### src/rtl/tm_pkg.sv
/*
 * Shared sizes and packed types for the tile-layer renderer.
 * The column control, draw engine, line buffer and top level all
 * refer to these by scoped name, so a size changes in one place.
 */
package tm_pkg;

    // Line buffer address width per half, 512 positions
    localparam int LINE_AW = 9;

    // Stored pixel: 5 palette bits above 4 colour bits
    localparam int PXL_W = 9;

    // Column index, up to 16 columns
    localparam int COL_W = 4;

    // ROM word address: code, tile row, left/right word
    localparam int ROM_AW = 18;

    // Draw command from the column control to the draw engine
    typedef struct packed {
        logic [12:0] code;
        logic [4:0]  pal;
        logic        hflip;
        logic        vflip;
        // Screen position of the leftmost pixel, wraps at 512
        logic [8:0]  xpos;
        // Tile row, already inverted for vflip
        logic [3:0]  ysub;
    } tile_cmd_t;

    // One line buffer write, sent every cycle
    typedef struct packed {
        // High only for opaque pixels
        logic       we;
        logic [8:0] addr;
        logic [8:0] data;
    } buf_wr_t;

endpackage

### src/rtl/tm_tile_draw.sv
/*
 * Tile draw engine.
 * Takes one draw command, fetches the left and right graphics words
 * from ROM and shifts out 16 pixels, one per cycle, as line buffer
 * writes. Colour 0 is transparent and produces no write.
 */
module tm_tile_draw (
    input  logic                        clk,
    input  logic                        rst,
    input  tm_pkg::tile_cmd_t           cmd,
    input  logic                        draw,
    output logic                        busy,
    output logic [tm_pkg::ROM_AW-1:0]   rom_addr,
    output logic                        rom_cs,
    input  logic                        rom_ok,
    input  logic [31:0]                 rom_data,
    output tm_pkg::buf_wr_t             wr
);

    typedef enum logic [1:0] {
        IDLE,
        FETCH,
        SHIFT
    } state_t;

    state_t            state;
    tm_pkg::tile_cmd_t cur;
    // Source pixel index, bit 3 picks the word
    logic [3:0]        cnt;
    logic [31:0]       pix;
    logic [3:0]        off;

    assign busy = state != IDLE;

    // Held steady for the whole fetch
    assign rom_addr = {cur.code, cur.ysub, cnt[3]};

    always_ff @(posedge clk or posedge rst) begin
        if (rst) begin
            state  <= IDLE;
            cnt    <= 4'd0;
            rom_cs <= 1'b0;
        end else begin
            case (state)
                IDLE: begin
                    if (draw) begin
                        state  <= FETCH;
                        rom_cs <= 1'b1;
                        cnt    <= 4'd0;
                    end
                end
                FETCH: begin
                    // Wait for the ROM, drop select right after
                    if (rom_ok) begin
                        rom_cs <= 1'b0;
                        state  <= SHIFT;
                    end
                end
                default: begin
                    cnt <= cnt + 4'd1;
                    if (cnt[2:0] == 3'd7) begin
                        if (!cnt[3]) begin
                            // Left word done, fetch the right one
                            state  <= FETCH;
                            rom_cs <= 1'b1;
                        end else begin
                            state <= IDLE;
                        end
                    end
                end
            endcase
        end
    end

    always_ff @(posedge clk) begin
        if (state == IDLE && draw) begin
            cur <= cmd;
        end
        if (state == FETCH && rom_ok) begin
            pix <= rom_data;
        end else if (state == SHIFT) begin
            // Nibble 0 is the leftmost pixel
            pix <= pix >> 4;
        end
    end

    // hflip mirrors the 16 positions
    assign off = cnt ^ {4{cur.hflip}};

    always_comb begin
        wr.we   = state == SHIFT && pix[3:0] != 4'd0;
        wr.addr = cur.xpos + {5'd0, off};
        wr.data = {cur.pal, pix[3:0]};
    end

endmodule

### config.mk
export PLATFORM = sky130hd
export DESIGN_NAME = tm_tile_draw
export DESIGN_NICKNAME = d
export VERILOG_FILES = /design/src/rtl/tm_pkg.sv /design/src/rtl/tm_tile_draw.sv
export SDC_FILE = /design/constraint.sdc
export NUM_CORES = 1
export LEC_CHECK = 0
export ABC_AREA = 1
export BUFFER_PORTS_ARGS = -buffer_cell sky130_fd_sc_hd__clkbuf_2
export CAP_MARGIN = 0
export CORE_MARGIN = 2
export CORE_UTILIZATION = 50
export DETAILED_ROUTE_END_ITERATION = 10
export PLACE_DENSITY = 0.76
export SLEW_MARGIN = 20
export SYNTH_ARGS = -nofsm -noshare
export SYNTH_HDL_FRONTEND = slang
export SYNTH_SLANG_ARGS = --single-unit
### constraint.sdc
create_clock -name clk -period 5.2 [get_ports clk]
set_input_delay 0.26 -clock clk [delete_from_list [all_inputs] [get_ports clk]]
set_output_delay 0.26 -clock clk [all_outputs]
set_load 0.02 [all_outputs]
==> metrics.cfg <==
[outcome]
status = finished clean

[worst_setup_path]
critPathLaunchType = flop
crit_path_frequent_cell = xor2_1
crit_required_ns = 4.94
worstSetupEndpointType = output pin
path_cells = xor2_1 -> ha_1 -> inv_1 -> fa_1 -> nand3b_1 -> nand2_1 -> xor2_1 -> clkbuf_2
max_stage_delay_ns = 0.48
criticalPathCategory = flop to output pin
crit_path_max_fanout = 5
cp_num_buf_inv = 2
arrival_ns = 2.37
path_delay_family = adder cells
slowest_stage = edfxtp_1

[routing]
wl_um = 6080
drt_iter0_drc = 104
dr.pass1.iters = 4
vias_per_cell = 4.86
wl_per_cell_um = 13.1
num_vias = 2253
antenna_left = 0
route.detailed.drc = 0

[sta]
drv_slew = 0
fin_crit_sh_pct = 50.7
finClkSkew_ns = 0.00752
max_freq_mhz = 380
setup_viol = 0
hold_violations = 0
relSlewSlack_pct = 56.8
worst_slew_pin_slew_ns = 0.648
setup-tns-final_ns = 0
period_minus_slack_ns = 2.63
rsz0062_at_grt = no

[clock_network]
clk_latency_ns = 0.33
cts.root.buffer_cell = clkbuf_8
cts_buffer_depth = 2
htree_levels = 3
clock_sinks = 71
cts_tree = done
cts-buffers-inserted = 9
cts.reportedPaths.clkPinSlew_ns = 0.08
cts-resized-gates = 0

[placement]
place_congestion = 0.832
place_hpwl_um = 4210
io_buffer_count = 106
dpl.cell_count = 447

[layout]
fin_cells = 464
mostFrequentLayoutCells = clkbuf_2 (106), nand2_1 (93), edfxtp_1 (64), nand3_1 (38), inv_1 (21)
nets = 458
diodes = 0
utilization_pct = 60.2
area_growth_pct = 16.2
final_common_cell = clkbuf_2
drive_gt1_share_pct = 33.1

[power]
ir_worst_vdd_mv = 0.310
p_total_uw = 2140
leakagePower_uw = 0.00184
power_density_nw_per_um2 = 556

[floorplan]
dieWidth_um = 85.4
die_area_um2 = 7290
die_height_um = 85.4
num_rows = 29
initial_core_util_pct = 51.9
core_area_um2 = 6390
pin_count = 108

[synth]
synth-compound-area-share_pct = 0.793
synthAdderAreaFrac_pct = 2.87
synth_top_area_share_pct = 58.0
synthSimpleGateAreaFrac_pct = 19.9
synthTopCellsByArea = edfxtp_1 (58%), nand2_1 (11%), buf_4 (6.8%)
synthXorXnorAreaFrac_pct = 1.85
yosys_warnings = 0
syn_area_per_cell_um2 = 11.1
synth_cells = 299
ys_types = 24
ys_ff_latch = 71
synth_area_leader_cell = edfxtp_1
synthMuxAreaShare_pct = 0
syn_area_um2 = 3310
yosysSeqAreaShare_pct = 63.3
syn_nets = 375
synth_top_family_by_area = simple AND/OR/NAND/NOR gates

[grt]
grt_pass1_wl_um = 9830
grt_pass1_vias = 2101
grt_max_degree = 35
grt.overflow.total = 0
antenna_found_initial = 0
grt_use_total_pct = 17.5

[min_path]
hp-class = input pin to flop

[job]
cap_violations = 0

worst paths after layout:
path / slack [ns] / depth (start not counted) / to / startpoint
max reg2reg: 3.02 / 4 / pix[23] / state[1]
max in group asynchronous: 4.59 / 3 / cnt[2] / rst
max: 2.57 / 8 / wr[13] / cur[14]
min in group asynchronous: 0.39 / 3 / cnt[0] / rst
min reg2reg: 0.48 / 2 / rom_cs / rom_cs
min: 0.1 / 1 / wr[6] / cmd[17]
area by class of cell:
class                      instances  area (µm²)
clock buffer                       9         124
timing repair buffer             109         556
clock inverter                     7        48.8
tap                               77        96.3
inverter                          22        82.6
multi-input combinational        169         843
fill                             574        2540
sequential                        71        2100
sequential cells by signal, indices dropped and copies added, names as in the netlist:
| register | count |
|---|---|
| cur | 10 |
| cnt | 4 |
| wr | 5 |
| rom_cs | 1 |
| pix | 32 |
| rom_addr | 17 |
| state | 2 |
kinds of logic after synthesis:
| family | after synthesis |
|---|---|
| buffers and inverters | 59 |
| DFF | 71 |
| AOI/OAI and AO/OA | 5 |
| xor gates and xnor gates | 7 |
| and+or+nand+nor | 150 |
| adders and majority gates | 7 |
synth_stat cells:
cell and n:
buf_4 30, o22ai_1 1, a21oi_1 2, xor2_1 4, nand4_1 1, nand2_1 93, ha_1 6, inv_2 1
edfxtp_1 64, inv_1 21, nor2_1 10, nand2_4 2, or2_1 1, dfrtp_1 7, xnor2_1 3, buf_6 5
nor3_1 1, fa_1 1, nand3_1 38, nor2_8 1, o21ai_0 2, nor4_1 1, nand3b_1 2, buf_2 2
report_power, final:
part	internal (µW)	total, µW	switching, µW
Sequential	904	992	88.1
Clock	173	384	211
Combinational	250	764	514
Total	1330	2140	813
what timing repair did:
item / 4_1_cts / 5_1_grt
buffers inserted: 0 / 0
hold buffers: 1 / 0
endpoints found under the hold margin: 7 / 0
routing by layer:
layer  vias to the layer above  track usage, %  share of wire [%]
li1                       1132               -                  -
met1                      1024            22.3                 42
met2                        91            28.5                 49
met3                         6            4.38                7.8
met4                         0            7.65               0.77
met5                         -               0                  0
metrics by stage:
step           hold WS [ns]  instance area (µm²)  setup slack, ns
6_report             0.0982                 3850             2.57
5_1_grt              0.0731                 3850             2.40
4_1_cts              0.0773                 3850             2.53
3_5_place_dp          0.198                 3660             2.92
3_3_place_gp          0.185                 3660             3.02
2_1_floorplan        0.0634                 3310             2.66
No activity file was read; power rests on OpenSTA's default activity.
