$ cat src/rtl/tm_pkg.sv
/*
 * Shared sizes and packed types for the tile-layer renderer.
 * The column control, draw engine, line buffer and top level all
 * refer to these by scoped name, so a size changes in one place.
 */
package tm_pkg;

    // Line buffer address width per half, 512 positions
    localparam int LINE_AW = 9;

    // Stored pixel: 5 palette bits above 4 colour bits
    localparam int PXL_W = 9;

    // Column index, up to 16 columns
    localparam int COL_W = 4;

    // ROM word address: code, tile row, left/right word
    localparam int ROM_AW = 18;

    // Draw command from the column control to the draw engine
    typedef struct packed {
        logic [12:0] code;
        logic [4:0]  pal;
        logic        hflip;
        logic        vflip;
        // Screen position of the leftmost pixel, wraps at 512
        logic [8:0]  xpos;
        // Tile row, already inverted for vflip
        logic [3:0]  ysub;
    } tile_cmd_t;

    // One line buffer write, sent every cycle
    typedef struct packed {
        // High only for opaque pixels
        logic       we;
        logic [8:0] addr;
        logic [8:0] data;
    } buf_wr_t;

endpackage

$ cat src/rtl/tm_column_ctrl.sv
/*
 * Column scheduler for the tile layer.
 * After each sync it walks columns 0 to ncol-1, two tiles per column,
 * reading the column scroll and the tile-map words, and hands one
 * draw command per tile to the draw engine. Steps only when cen is high.
 */
module tm_column_ctrl (
    input  logic                          clk,
    input  logic                          rst,
    input  logic                          cen,
    input  logic                          hs,
    input  logic [8:0]                    vrender,
    input  logic                          page,
    input  logic [tm_pkg::COL_W-1:0]      ncol,
    input  logic [2**tm_pkg::COL_W-1:0]   col_xmsb,
    output logic [10:0]                   tm_addr,
    input  logic [15:0]                   tm_data,
    output logic [tm_pkg::COL_W:0]        col_addr,
    input  logic [7:0]                    col_data,
    output tm_pkg::tile_cmd_t             cmd,
    output logic                          draw,
    input  logic                          busy,
    output logic                          line_done
);

    // Step within the tile: y scroll, x scroll, code word, attribute
    logic [1:0]               st;
    // Tile counter, column above half
    logic [tm_pkg::COL_W:0]   tile_cnt;
    logic [tm_pkg::COL_W:0]   last_tile;
    logic                     done;
    logic [tm_pkg::COL_W-1:0] col;
    logic                     half;

    // Values gathered over the four steps
    logic [7:0]  yscr;
    logic [8:0]  xscr;
    logic        hflip;
    logic        vflip;
    logic [12:0] code;
    logic [7:0]  row_sum;
    logic        step;

    assign col  = tile_cnt[tm_pkg::COL_W:1];
    assign half = tile_cnt[0];

    // Right half of the last enabled column
    assign last_tile = {ncol - 1'b1, 1'b1};

    // Scrolled line within the tile map, 8-bit wrap
    assign row_sum = vrender[7:0] + yscr;

    // Step 0 reads y scroll, step 1 the x scroll low byte
    assign col_addr = {col, st[0]};

    // Step 2 reads the code word, step 3 the attribute word
    assign tm_addr = {page, st[0], col, row_sum[7:4], half};

    assign step = !hs && !done && cen;

    // Finished once the last command is taken and the engine is idle
    assign line_done = done & ~busy & ~draw;

    always_ff @(posedge clk or posedge rst) begin
        if (rst) begin
            st       <= 2'd0;
            tile_cnt <= '0;
            done     <= 1'b1;
            draw     <= 1'b0;
        end else begin
            draw <= 1'b0;
            if (hs) begin
                // Held idle during sync, restart from column 0
                st       <= 2'd0;
                tile_cnt <= '0;
                done     <= ncol == '0;
            end else if (step) begin
                if (st != 2'd3) begin
                    st <= st + 2'd1;
                end else if (!busy) begin
                    // Issue and move to the next tile
                    draw     <= 1'b1;
                    st       <= 2'd0;
                    tile_cnt <= tile_cnt + 1'b1;
                    done     <= tile_cnt == last_tile;
                end
            end
        end
    end

    always_ff @(posedge clk) begin
        if (step) begin
            case (st)
                2'd0: yscr <= col_data;
                2'd1: xscr <= {col_xmsb[col], col_data};
                2'd2: begin
                    hflip <= tm_data[15];
                    vflip <= tm_data[14];
                    code  <= tm_data[12:0];
                end
                default: begin
                    if (!busy) begin
                        cmd.code  <= code;
                        cmd.pal   <= tm_data[15:11];
                        cmd.hflip <= hflip;
                        cmd.vflip <= vflip;
                        // Right tile sits 16 pixels further on
                        cmd.xpos  <= xscr + {4'd0, half, 4'd0};
                        cmd.ysub  <= row_sum[3:0] ^ {4{vflip}};
                    end
                end
            endcase
        end
    end

endmodule

$ cat config.mk
export PLATFORM = sky130hd
export DESIGN_NAME = tm_column_ctrl
export DESIGN_NICKNAME = d
export VERILOG_FILES = /design/src/rtl/tm_pkg.sv /design/src/rtl/tm_column_ctrl.sv
export SDC_FILE = /design/constraint.sdc
export NUM_CORES = 1
export LEC_CHECK = 0
export BUFFER_PORTS_ARGS = -buffer_cell sky130_fd_sc_hd__buf_2
export CAP_MARGIN = 10
export CORE_UTILIZATION = 42
export DETAILED_ROUTE_END_ITERATION = 6
export PLACE_DENSITY = 0.73
export SKIP_CTS_REPAIR_TIMING = 1
export SYNTH_ARGS = -nofsm -noshare
export SYNTH_HDL_FRONTEND = slang
export SYNTH_SLANG_ARGS = --single-unit
$ cat constraint.sdc
create_clock -name clk -period 5.4 [get_ports clk]
set_input_delay 0.27 -clock clk [delete_from_list [all_inputs] [get_ports clk]]
set_output_delay 0.27 -clock clk [all_outputs]
set_load 0.01 [all_outputs]
==> results of run 1 <==
-- flip-flops by register name, summed over array words and instances (netlist names) --
register and cells:
cmd 33, code 13, xscr 9, yscr 8
tile_cnt 5, st 2, done 1, draw 1
hflip 1, vflip 1
-- worst max-delay path, cell delays in order, from the launching register on --
cell	delay, ps
sky130_fd_sc_hd__edfxtp_1	340
sky130_fd_sc_hd__ha_1	190
sky130_fd_sc_hd__fa_1	230
sky130_fd_sc_hd__a21o_1	120
sky130_fd_sc_hd__a21oi_1	90
sky130_fd_sc_hd__or4b_2	630
sky130_fd_sc_hd__o2111ai_1	110
sky130_fd_sc_hd__buf_2	160
-- report_power, final --
part	internal (uW)	switching (uW)
sequential	629	4.99
combinational	46.0	44.6
clock	174	213
-- area by class of cell --
class / instances / area [um2] / area share (%)
clock buffer: 9 / 123.9 / 3.143
clock inverter: 7 / 58.81 / 1.492
inverter: 9 / 33.78 / 0.8571
multi-input combinational: 97 / 874.6 / 22.19
sequential: 74 / 2178 / 55.27
tap: 99 / 123.9 / 3.143
timing repair buffer: 108 / 548.0 / 13.90
-- layer usage --
layer	up-vias	part of all wire (%)	wire length [um]
met1	878	43	2329
met3	11	7.0	377
li1	923	-	-
met5	-	0	0
met4	0	1.8	99
met2	77	48	2549
-- cells by family after synthesis --
logic type / synth area share, %
compound gates: 3.284
xor+xnor: 6.369
fa+ha+maj: 7.357
mux: 4.272
buf+inv: 3.481
flops: 68.87
simple gates: 6.369
-- stage by stage --
step / hold WS, ps / instance area (um2) / total power (uW) / std cells / setup slack (ps)
final: 100.2 / 3941 / 1112 / 403 / 2928
after global routing: 76.48 / 3941 / 1164 / 403 / 2794
after CTS: -120.4 / 3931 / 1127 / 402 / 2913
after detailed placement: 257.9 / 3749 / 738.6 / 386 / 3255
after global placement: 254.3 / 3749 / 734.0 / 386 / 3287
after floorplan: 97.20 / 3163 / 700.4 / 191 / 3322
-- placed cells by master, fill, tap and decap left out, types with 2 or more instances in the layout --
cell type	synthesis	layout
sky130_fd_sc_hd__a21o_1	4	4
sky130_fd_sc_hd__a21oi_1	6	6
sky130_fd_sc_hd__and2_1	2	2
sky130_fd_sc_hd__and3_1	4	4
sky130_fd_sc_hd__buf_2	1	106
sky130_fd_sc_hd__clkbuf_8	0	9
sky130_fd_sc_hd__clkinvlp_4	0	2
sky130_fd_sc_hd__dfrtp_1	8	8
sky130_fd_sc_hd__edfxtp_1	65	65
sky130_fd_sc_hd__ha_1	17	17
sky130_fd_sc_hd__inv_1	9	9
sky130_fd_sc_hd__inv_6	0	4
sky130_fd_sc_hd__mux4_1	3	3
sky130_fd_sc_hd__mux4_2	2	2
sky130_fd_sc_hd__nand2_1	3	3
sky130_fd_sc_hd__nand3_1	5	5
sky130_fd_sc_hd__nand4_1	2	2
sky130_fd_sc_hd__nor2_1	8	8
sky130_fd_sc_hd__nor3_1	3	3
sky130_fd_sc_hd__xnor2_1	14	14
sky130_fd_sc_hd__xor2_1	9	9
-- worst paths after layout --
check                                    endpoint  depth (start not counted)  slack (ps)               startpoint
worst min register to register  cmd[14]$_DFFE_PP_                          0         420          hflip$_DFFE_PP_
worst min-delay path            code[6]$_DFFE_PP_                          1         100               tm_data[6]
worst max register to register  xscr[8]$_DFFE_PP_                          2        3440  tile_cnt[1]$_DFFE_PP0P_
max in group asynchronous        done$_DFFE_PP1P_                          3        4660                      rst
worst max-delay path                   tm_addr[3]                          7        2930        yscr[0]$_DFFE_PP_
min in group asynchronous          draw$_DFF_PP0_                          3         430                      rst
==> results list, run 1 <==
- Result of the run: finished, final reports clean
- Maximum number of pins on one net before global-route repair: 34
- Gr busiest metal: met2
- Dominant cell type by area after synthesis: sky130_fd_sc_hd__edfxtp_1
- In this run the worst hold path is classified as in -> reg.
- Ys async rst share: 12.16%
- Layout-stage area growth over the synthesis result: 24.60%
- Global routing used 23.71% of the available met2 tracks.
- Floorplan row count: 31
- Yosys reg bits: 74
* Met1 track utilization from global routing: 17.02%
* Most common cell in the synthesized netlist: sky130_fd_sc_hd__edfxtp_1
- The repair_antennas step left the layout with diodes totalling 0.
* Maximum VDD drop: 0.1100 mV
- The via count of the first global-routing pass came to 1787.
- Clock edge transition at the registers on the reported setup and hold paths: 80 ps
* Kind of end point of the critical path: primary output
* Clock root buffer: sky130_fd_sc_hd__clkbuf_8
- For this run, the top clock speed supported by timing is 404.5 MHz.
- Dividing the detail-routed wire length by the instance count gives 13.29 um.
- Counting every instance in the synthesized netlist gives 191.
- Initial core utilization: 43.61%
- TNS Setup: 0 ps
- Netlist cell types: 37
- Routability-driven placement finished with a final weighted congestion of 0.7508.
- Max Fanout on Critical Path: 3
- Max-cap check violation count: 0
- All-Layer GR Usage: 14.43%
- For this run the aggregate overflow at the end of global routing stands at 0.
* RSZ-0062 raised after global routing: false
- Setup violations remaining at the end of the flow were counted as 0.
- Port buffering added 106 buffers.
* Width of the die: 88.78 um
- For this design, the sink count on the clock tree is 74.
- Cells with a size suffix above 1 make up 43.09% of the layout.
* Slew at the pin with the worst max-slew slack: 652.7 ps
* I/O pin total: 110
- STA puts the critical path data arrival time at 2200 ps.
* Drt drc: 0
- The smallest clock period supported by the final layout is computed as 2472 ps.
- For the final database, setup skew stands at 7.480 ps.
* Cell types with the highest counts after synthesis: 65 x sky130_fd_sc_hd__edfxtp_1, 17 x sky130_fd_sc_hd__ha_1, 14 x sky130_fd_sc_hd__xnor2_1
- Pwr/cell area: 282.0 mW/mm2
- The floorplan step set the die height to 88.78 um.
* Final wirelength: 5355 um
* Yosys warnings: 0
- STA classifies the critical path startpoint as a flop.
- The top cell type by area accounts for 61.71% of the synthesized area.
- By area the synthesized netlist is led by sky130_fd_sc_hd__edfxtp_1 62%, sky130_fd_sc_hd__ha_1 6.7%, sky130_fd_sc_hd__dfrtp_1 6.3%, sky130_fd_sc_hd__xnor2_1 3.9%, sky130_fd_sc_hd__mux4_1 2.5%.
- Clock tree synthesis inserted a total of 9 buffers.
- Longest Clk Path Bufs: 2
* Fill cell total of the finished layout: 620
* Most common flop cell mapped by yosys: sky130_fd_sc_hd__edfxtp_1
- Using the TritonRoute via totals, the vias-per-cell ratio works out to 4.687.
- For the worst setup path, the data required time is 5130 ps.
- The synthesized netlist occupies a cell area of 0.003163 mm2.
- Crit path kind: reg -> out
* Number of flops mapped to enable cells by yosys: 65
* H-Tree Depth: 3
- At the end of the flow, the number of nets in the layout was 376.
- The count of nets left with antenna violations once routing finished came out at 0.
* Post-Synthesis Mean Instance Area: 16.56 um2
- The final route contains 1889 vias.
- Nets in the synthesized netlist: 268
- The floorplan step defined a die boundary enclosing 0.007882 mm2.
- Leak pwr: 0.001662 uW
* Fraction of the cycle the final worst path needs: 45.79%
- The number of hold violations in the final report came to 0.
- Core outline area: 0.007253 mm2
* Fraction of the yosys area taken by sequential cells: 68.87%
- The number of pins exceeding their max-slew limit in the final report is 0.
- Cells fill 54.34% of the core in the end.
- Clock latency on the worst-skew pair: 340 ps
* Drt first pass iters: 4
* Initial antenna violation count: 0
- GR Util met3: 4.198%
- Wire length of the first global-routing pass: 8169 um
* Rel. slew slack: 56.49%
- Detailed placement finished with a half-perimeter wire length of 3938 um.
* CTS tree: built
* Number of DRC violations after detailed-routing iteration 0: 44
(Power assumes the default switching activity.)
==> run 2: changes to the inputs <==
--- a/config.mk
+++ b/config.mk
@@ -5,11 +5,12 @@
 export SDC_FILE = /design/constraint.sdc
 export NUM_CORES = 1
 export LEC_CHECK = 0
+export ABC_AREA = 1
 export BUFFER_PORTS_ARGS = -buffer_cell sky130_fd_sc_hd__buf_2
 export CAP_MARGIN = 10
 export CORE_UTILIZATION = 42
 export DETAILED_ROUTE_END_ITERATION = 6
-export PLACE_DENSITY = 0.73
+export PLACE_DENSITY = 0.72
 export SKIP_CTS_REPAIR_TIMING = 1
 export SYNTH_ARGS = -nofsm -noshare
 export SYNTH_HDL_FRONTEND = slang
==> constraint.sdc (replaced) <==
create_clock -name clk -period 2.3 [get_ports clk]
set_input_delay 0.115 -clock clk [delete_from_list [all_inputs] [get_ports clk]]
set_output_delay 0.115 -clock clk [all_outputs]
set_load 0.01 [all_outputs]
==> results list, run 2 <==
- Width of the die: 91.50 um (+3.1%)
* Cell area after technology mapping: 0.003364 mm2 (+6.4%)
* Drt drc: 0 (unchanged)
- STA classifies the critical path endpoint as a primary output.
* Final wirelength: 6306 um (+18%)
- CP Launch Type: flop
* RSZ-0062 raised after global routing: false
* Drt first pass iters: 4 (unchanged)
- Number of DRC violations after detailed-routing iteration 0: 56 (+27%)
* Result of the run: finished, final reports clean
* Clock edge transition at the registers on the reported setup and hold paths: 80 ps (about the same)
- The clock skew after layout is 8.064 ps (+0.5838 ps).
- The post-detailed-route wirelength per cell is 11.90 um (-10%).
- Core outline area: 0.007727 mm2 (+6.5%)
* Yosys warnings: 0 (unchanged)
* Share of layout cells above drive strength 1: 32.01% (-11 points)
* Clock latency on the worst-skew pair: 340 ps (about the same)
- Via count: 2406 (+27%)
* Number of flops mapped to enable cells by yosys: 65 (unchanged)
- Clock root buffer: sky130_fd_sc_hd__clkbuf_8
- Most common flop cell mapped by yosys: sky130_fd_sc_hd__edfxtp_1
* Slew Viols, Final: 0 (unchanged)
- Leaving out fill and tap cells, the most frequent cells in the layout are 106 x sky130_fd_sc_hd__buf_2, 65 x sky130_fd_sc_hd__edfxtp_1, 64 x sky130_fd_sc_hd__nand2_1.
* Maximum number of pins on one net before global-route repair: 34 (unchanged)
- Counting stages on the worst path, the most repeated cell is sky130_fd_sc_hd__nand2_1.
- The largest registers in the layout are cmd x33, code x13, xscr x9.
- The arrival time at the worst endpoint was 1830 ps (-370 ps).
* Vias in the first global route: 2040 (+14%)
- Antenna viol nets, final: 0 (unchanged)
* Post-Synthesis Mean Instance Area: 11.72 um2 (-29%)
- Largest Register: cmd
- Leading cell types by total area after synthesis: sky130_fd_sc_hd__edfxtp_1 58%, sky130_fd_sc_hd__nand2_1 7.1%, sky130_fd_sc_hd__ha_1 6.3%, sky130_fd_sc_hd__dfrtp_1 6.0%, sky130_fd_sc_hd__nand3_1 4.5%
* Longest Clk Path Bufs: 2 (unchanged)
* TNS Setup: 0 ps (unchanged)
* Fraction of the yosys area taken by sequential cells: 64.75% (-4.1 points)
- The total of buffers placed on input and output ports was 106 (unchanged).
* Most common cell after layout, fill and taps aside: sky130_fd_sc_hd__buf_2
- The number of antenna violations at the first check in global routing was 0 (unchanged).
- Walking the worst path, the cells encountered are ha_1, fa_1, nand4_1, nand3_1, nand2_1, nand2_1, buf_2.
* Count of clock tree sinks: 74 (unchanged)
- Rel. slew slack: 69.19% (+13 points)
- Reg2Reg Depth: 7 (+5)
- Fin crit period: 1944 ps
- The die area was 0.008372 mm2 (+6.2%).
- The net count after synthesis came to 364 (+36%).
- Final setup violation count: 0 (unchanged)
- Layout net count: 500 (+33%)
* Final GP Congestion: 0.7931 (+5.6%)
- The data required time of the worst path is 2180 ps (-2950 ps).
- Avg Vias per Cell: 4.540 (-3.2%)
- Based on the critical path, the design can be clocked at up to 514.4 MHz.
- Reg area: 0.002178 mm2 (unchanged)
- The worst setup path is of the reg -> out kind.
- The number of H-tree branching levels is 3 (unchanged).
- Post-route non-filler standard cell count: 530 (+32%)
* Number of failing hold endpoints at the final stage: 0 (unchanged)
- CTS tree: built
* I/O pin total: 110 (unchanged)
* Setup slack of the worst register-to-register path: 640 ps (-2800 ps)
- Wire length of the first global-routing pass: 9508 um (+16%)
* Height of the die: 91.50 um (+3.1%)
- The TritonCTS buffer count is 9 (unchanged).
* # diodes: 0 (unchanged)
* Count of placed standard cells including taps: 489 (+27%)
* Hold depth: 4 (+3)
- All-Layer GR Usage: 15.00% (+0.57 points)
* Most common cell in the synthesized netlist: sky130_fd_sc_hd__edfxtp_1
- The initial cell density of the core came to 43.54% (-0.069 points).
- The total of fill cells in the finished design is 642 (+3.5%).
- Class of the tightest hold or removal check: in -> reg
- Floorplan row count: 32 (+3.2%)
* Multi-input gate area in the final layout: 957.2 um2 (+9.4%)
* Number of flip-flops under the largest register name: 33 (unchanged)
- Cell types with the highest counts after synthesis: 65 x sky130_fd_sc_hd__edfxtp_1, 64 x sky130_fd_sc_hd__nand2_1, 39 x sky130_fd_sc_hd__inv_1
- The pin slew with the least headroom to its limit came to 462.1 ps (-190.6 ps).
- Max Fanout on Critical Path: 3 (unchanged)
- The global route total overflow is 0 (unchanged).
* Worst-path cell with the longest stage delay: sky130_fd_sc_hd__fa_1
- Yosys reg bits: 74 (unchanged)
* Leak pwr: 0.002029 uW (+22%)
- The power density of the placed cells is 608.3 mW/mm2 (+120%).
* Maximum VDD drop: 0.2724 mV (+150%)
- The share of Yosys cell area claimed by the top area cell type is 58.01% (-3.7 points).
* Dominant cell type by area after synthesis: sky130_fd_sc_hd__edfxtp_1
* Ys async rst share: 12.16% (unchanged)
* Netlist cell types: 27 (-27%)
- The estimated wirelength of the detail-placed design is 4509 um (+15%).
- From synthesis to final layout, the design area changed by 31.42%.
* Largest stage delay on the critical path: 430 ps (-200 ps)
* Fraction of the cycle the final worst path needs: 84.52%
- The number of maximum-capacitance violations is 0 (unchanged).
- Synthesized instance count: 287 (+50%)
==> run 2: worst max-delay path: cells and delay by family (launching register included) <==
kind                       cells  cell delay, ps
and+or+nand+nor                4             320
buffers and inverters          1             130
adders and majority gates      2             660
DFF                            1             390
==> run 2: worst paths after layout <==
path,from,to
worst max-delay path,yscr[0]$_DFFE_PP_,tm_addr[3]
min in group asynchronous,rst,draw$_DFF_PP0_
worst min register to register,xscr[0]$_DFFE_PP_,cmd[4]$_DFFE_PP_
max in group asynchronous,rst,done$_DFFE_PP1P_
worst min-delay path,ncol[3],done$_DFFE_PP1P_
worst max register to register,tile_cnt[1]$_DFFE_PP0P_,xscr[8]$_DFFE_PP_
==> run 2: layout make-up <==
cell class | count | area share [%]
clock buffers | 9 | 2.801
clock inverters | 7 | 1.358
inverters | 43 | 3.707
multi-input cells | 160 | 21.65
flip-flops and latches | 74 | 49.26
well taps | 102 | 2.886
repair buffers | 135 | 18.34
==> run 2: logic make-up after synthesis <==
group | synth area share, %
and+or+nand+nor | 14.95
DFF | 64.75
buffers and inverters | 7.028
adders and majority gates | 6.917
AOI/OAI and AO/OA | 2.975
xor gates and xnor gates | 3.384
==> run 2: power by group <==
group          internal [uW]  total (uW)  switching [uW]
clock                    407         904             497
sequential              1480        1500            18.4
combinational            140         285             145
total                   2030        2690             660
==> run 2: stage by stage <==
stage | power (uW) | area [um2] | util, % | hold WS [ps] | worst slack (ps)
CTS | 2692 | 4172 | 53.98 | -275.4 | 332.2
floorplan | 1681 | 3367 | - | -57.80 | 369.5
global placement | 1772 | 3988 | 51.60 | 112.8 | 677.5
finish | 2690 | 4422 | 57.22 | 70.85 | 356.1
detailed placement | 1784 | 3988 | 51.60 | 111.9 | 652.4
global route | 2824 | 4422 | 57.22 | 62.78 | 239.5
==> run 2: routing by layer <==
layer	vias to the layer above	GRT usage (%)	wire [um]
met2	89	24.31	3078
met1	1082	18.49	2718
met4	0	6.746	87
li1	1229	-	-
met5	-	0	0
met3	6	4.439	422
